===== src/rtl/aesTypesPkg.sv =====
// ======================================
// vector types and round counts shared by
// the AES-128 datapath
// ======================================
`default_nettype none

package aesTypesPkg;

  // one cipher state or data block
  typedef logic [127:0] blockT;

  // cipher key or one expanded round key
  typedef logic [127:0] keyT;

  // key-schedule word or state column
  typedef logic [31:0] wordT;

  // one element of GF(2^8)
  typedef logic [7:0] byteT;

  // round number, 0 to 10
  typedef logic [3:0] roundIdxT;

  localparam int NumRounds = 10;

  // key 0 is the raw key, so the final key sits at the round count
  localparam roundIdxT LastKeyIdx = roundIdxT'(NumRounds);

endpackage

`default_nettype wire


===== src/rtl/roundKeyStore.sv =====
// ======================================
// eleven round keys with a ready flag
// ======================================
`timescale 1ns/1ps
`default_nettype none

module roundKeyStore
  import aesTypesPkg::*;
(
  input  logic     clk,
  input  logic     rst,
  input  logic     wrEn,
  input  roundIdxT wrIdx,
  input  keyT      wrKey,
  input  roundIdxT rdIdx,
  output keyT      rdKey,
  output logic     keysReady
);

  keyT keys [0:NumRounds];

  always_ff @(posedge clk) begin
    if (wrEn) begin
      keys[wrIdx] <= wrKey;
    end
  end

  // key 0 starts a new schedule, the last key completes it
  always_ff @(posedge clk) begin
    if (rst) begin
      keysReady <= 1'b0;
    end else if (wrEn && wrIdx == roundIdxT'(0)) begin
      keysReady <= 1'b0;
    end else if (wrEn && wrIdx == LastKeyIdx) begin
      keysReady <= 1'b1;
    end
  end

  assign rdKey = keys[rdIdx];

endmodule

`default_nettype wire


===== config.mk =====
export PLATFORM = sky130hd
export DESIGN_NAME = roundKeyStore
export DESIGN_NICKNAME = d
export VERILOG_FILES = /design/src/rtl/aesTypesPkg.sv /design/src/rtl/roundKeyStore.sv
export SDC_FILE = /design/constraint.sdc
export NUM_CORES = 1
export LEC_CHECK = 0
export ABC_CLOCK_PERIOD_IN_PS = 11550
export BUFFER_PORTS_ARGS = -buffer_cell sky130_fd_sc_hd__buf_2
export CAP_MARGIN = 15
export CORE_MARGIN = 4
export CORE_UTILIZATION = 45
export CTS_BUF_LIST = sky130_fd_sc_hd__clkbuf_2 sky130_fd_sc_hd__clkbuf_4 sky130_fd_sc_hd__clkbuf_8
export DETAILED_ROUTE_END_ITERATION = 10
export SLEW_MARGIN = 40
export SYNTH_ARGS = -nofsm -noshare
export SYNTH_HDL_FRONTEND = slang
export SYNTH_SLANG_ARGS = --single-unit

===== constraint.sdc =====
create_clock -name clk -period 11.55 [get_ports clk]
set_input_delay 2.31 -clock clk [delete_from_list [all_inputs] [get_ports clk]]
set_output_delay 2.31 -clock clk [all_outputs]
set_load 0.01 [all_outputs]

# [Word level (Yosys, flattened, before mapping)]
# Memory sizes are Yosys's and may differ from the RTL's.
# Index checks and enable logic that the tools add are counted.
[word_totals] ramBits=1408 memories=1 ff_bits=1
[memory_table] name="keys" depth=11 word_bits=128 read_ports=1 rd_clocked_by_memory_dff=0 write_ports=1 line="roundKeyStore.sv:20" text="keyT keys [0:NumRounds];"
[classes] n_reduce_logical=4 muxes=2 eq_ne=1
[op_table] operator="$eq A4 B4 Y1 const B" n=1
[op_table] operator="$logic_not A4 Y1" n=1
[op_table] operator="$logic_and A1 B1 Y1" n=2
[op_table] operator="$mux W1" n=2
[op_table] operator="$reduce_or A2 Y1" n=1

# [Logic depth before layout (Yosys ltp)]
[logic_depth] word_depth=3 depth_mapped=6 mapped_depth_nobuf=3

# [Worst setup path before layout]
# OpenSTA, ideal clock, no wires.
[synth_timing] path_kind="input -> register" from="input wrIdx[3]" to="memory keys[0][0] in the netlist's numbering (enable)" t_arrival_ns=11.476 n_path_buf=0 cell_stages=2 setup_slack_ns=-0.700 t_required_ns=10.776 setup_time_ns=0.774 cell_sequence="or3b_2 -> nor3_1"
[synth_rtl] element="start, declared" line="roundKeyStore.sv:13" text="input roundIdxT wrIdx,"
[synth_rtl] element="end, declared" line="roundKeyStore.sv:20"
# No word-level cell before the write port.

# [Worst setup path in the final report]
[layout_timing] from="input rdIdx[1]" to="output rdKey[9]"
[layout_via] elab_chain_cells=1
[layout_rtl] element="start, declared" line="roundKeyStore.sv:15" text="input roundIdxT rdIdx,"
[layout_rtl] element="$mem_v2 Z11 W128"
[layout_rtl] element="end, declared" line="roundKeyStore.sv:16" text="output keyT rdKey,"
# Every way passes these cells.

==> results.txt <==
status: finished clean
syn nets: 3037
initial cell density of the core: 0.456
CTS sink count: 1409
Synth Area in XOR/XNOR: 0
number of standard cells in the layout, taps in and fillers out: 5074
number of warnings issued by yosys: 0
pre-CTS worst setup slack: 3.99 ns
first-pass GRT wire length: 192 mm
via count of the first global-routing pass: 29.7k
Pwr per Cell Area: 166 mW/mm^2
critical path fanouts, max: 67
maximum resistive drop on vdd: 0.104 mV
path class of the lowest-slack min-delay path: reg2reg
Final Hold Fails: 0
Setup Buffers After CTS: 0
die area: 0.128 mm^2
power after layout: 10.4 mW
RePlAce Congestion: 0.724
number of nets with antenna violations after detailed routing: 0
setup_tns: 0 ns
cell count after placement: 4651
biggest area consumer among synthesized cells: edfxtp_1
CTS buffer count: 221
synthesized area: 0.0550 mm^2
average instance area after synthesis: 19.0 um^2
fin worst setup slack: 4.04 ns
synthesized netlist cell count: 2898
area inside the core boundary: 0.121 mm^2
share of the synthesized area in compound gates (AO/OA/AOI/OAI): 0.0704
largest net degree at the start of global routing: 151
Buffers on Ports: 267
crit path kind: in2out
portion of the post-synthesis area used by sequential elements: 0.770
dpl hpwl: 67.2 mm
post_cts resized: 0
endpoint kind of the worst setup timing path: output port
shortest period the worst path allows: 7.51 ns
routed len/inst: 25.7 um
1st-pass router iterations: 5
cell types with the largest area share after synthesis: edfxtp_1 (77%), mux2_2 (7.9%), mux2i_1 (4.7%), a22o_1 (2.0%), o211ai_1 (1.7%)
floorplan row count: 127
First DRT Iteration DRCs: 2038
most frequent standard cell in the layout excluding fill and tap cells: edfxtp_1
Tightest Pin Transition: 0.930 ns
post-synthesis adder-cell area fraction: 0
unrepaired setup endpoints after global routing: no
WP data required: 9.24 ns
Max clock buf depth: 3
synthesis-stage register bit count: 1409
global route overflow: 0
Max Cap Violations: 0
TritonCTS clock tree: built
antenna violations before repair: 35
worst-skew pair later-pin latency: 0.89 ns
relative area change from synthesis to final layout: 14.1%
CTS clk-pin slew, worst paths: 0.06 ns
DIE WIDTH: 357 um
fraction of the mapped netlist area in simple logic gates: 0.0167
Routed WL: 131 mm
critical path's largest stage delay: 0.70 ns
arrival time at the worst endpoint: 5.20 ns
final worst clock skew: 0 ns
share of the core filled with cells in the final layout: 0.520
library cells used by synthesis: 23
worst max-slew margin expressed relative to the limit: 0.380
Critical Path, Cell by Cell: buf_8, nand2b_4, buf_4, o22ai_1, o31ai_1, buf_2
CP top delay family: buffers and inverters
leading cell types in the layout, fill and taps excluded: edfxtp_1 (1408), mux2_2 (384), buf_2 (264)
main combinational cell family by area after synthesis: multiplexers
number of buffers inserted for hold repair after clock tree synthesis: 0
clock root buffer master: clkbuf_8
share of the synthesized area in the top cell type: 0.769
Final Max Tran Viols: 0
share of post-route cells with drive strength above 1: 0.313
Final Cycle Share: 0.650
Overall Global Routing Usage: 0.204
Layout Nets: 3404
sort of element at the start of the critical path: primary input
overall via count from detail_route: 28.4k
Worst path slowest cell: nand2b_4
number of failing setup endpoints in the final timing report: 0
I/O pin cnt: 268
worst path bufs/invs: 3
deepest level of the CTS H-tree: 4
share of synthesized area spent on multiplexers: 0.125
final routed DRC violation total: 0
upper clock frequency limit: 0.133 GHz
drt via density: 5.60
overall die height: 357 um
leakage power total: 21.0 nW
## cell type report
class / instances / area [um^2]
clock inverters: 95 / 569
diodes: 17 / 42.5
clock buffers: 308 / 3700
well taps: 1612 / 2020
fillers: 9617 / 57900
multi-input cells: 1305 / 11800
flip-flops and latches: 1409 / 42300
repair buffers: 328 / 2260
## report_power, final
part           switching (mW)  total (mW)  internal [mW]
combinational           0.390       0.618          0.228
sequential             0.0213        5.76           5.73
clock                    1.88        4.02           2.14
## worst min-delay path, delay by kind of cell (launching register included)
| kind | cells | cell delay [ns] |
|---|---|---|
| flops | 1 | 0.32 |
| compound gates | 2 | 0.14 |
## through the flow
| step | area [um^2] | hold WS [ns] |
|---|---|---|
| 2_1_floorplan | 55000 | 0.497 |
| 3_3_place_gp | 58000 | 0.468 |
| 3_5_place_dp | 58300 | 0.487 |
| 4_1_cts | 62600 | 0.506 |
| 5_1_grt | 62700 | 0.531 |
| 6_report | 62700 | 0.500 |
## cells by family after synthesis
group,Yosys count
buf+inv,184
flops,1409
compound gates,515
simple gates,150
mux,640
## synth_stat cells, drive strengths merged
cell and n:
o211ai 128, nor3 3, or3b 1, nand2 2
nor4bb 1, mux2 384, a21oi 1, o22ai 128
a22o 128, o31ai 128, nor2b 1, edfxtp 1408
nand3b 2, nand2b 131, clkbuf 98, o21ai 2
nor2 9, buf 86, dfxtp 1, mux2i 256
## worst paths after layout
path	slack, ns	from	cells after the start	to
worst max-delay path	4.04	rdIdx[1]	6	rdKey[9]
worst min-delay path	0.50	keysReady	2	keysReady
worst max register to register	10.87	keysReady	2	keysReady
worst min register to register	0.50	keysReady	2	keysReady
## sequential cells by signal, summed over array words and instances (netlist names)
name,flops
keysReady,1
keys,1408
## layer usage
metal	vias up	track usage	share of wire
li1	12600	-	-
met4	8	0.0608	0.020
met3	204	0.0410	0.060
met1	14700	0.272	0.43
met2	818	0.340	0.49
met5	-	0	0.00035
No activity file was read; power rests on OpenSTA's default activity.
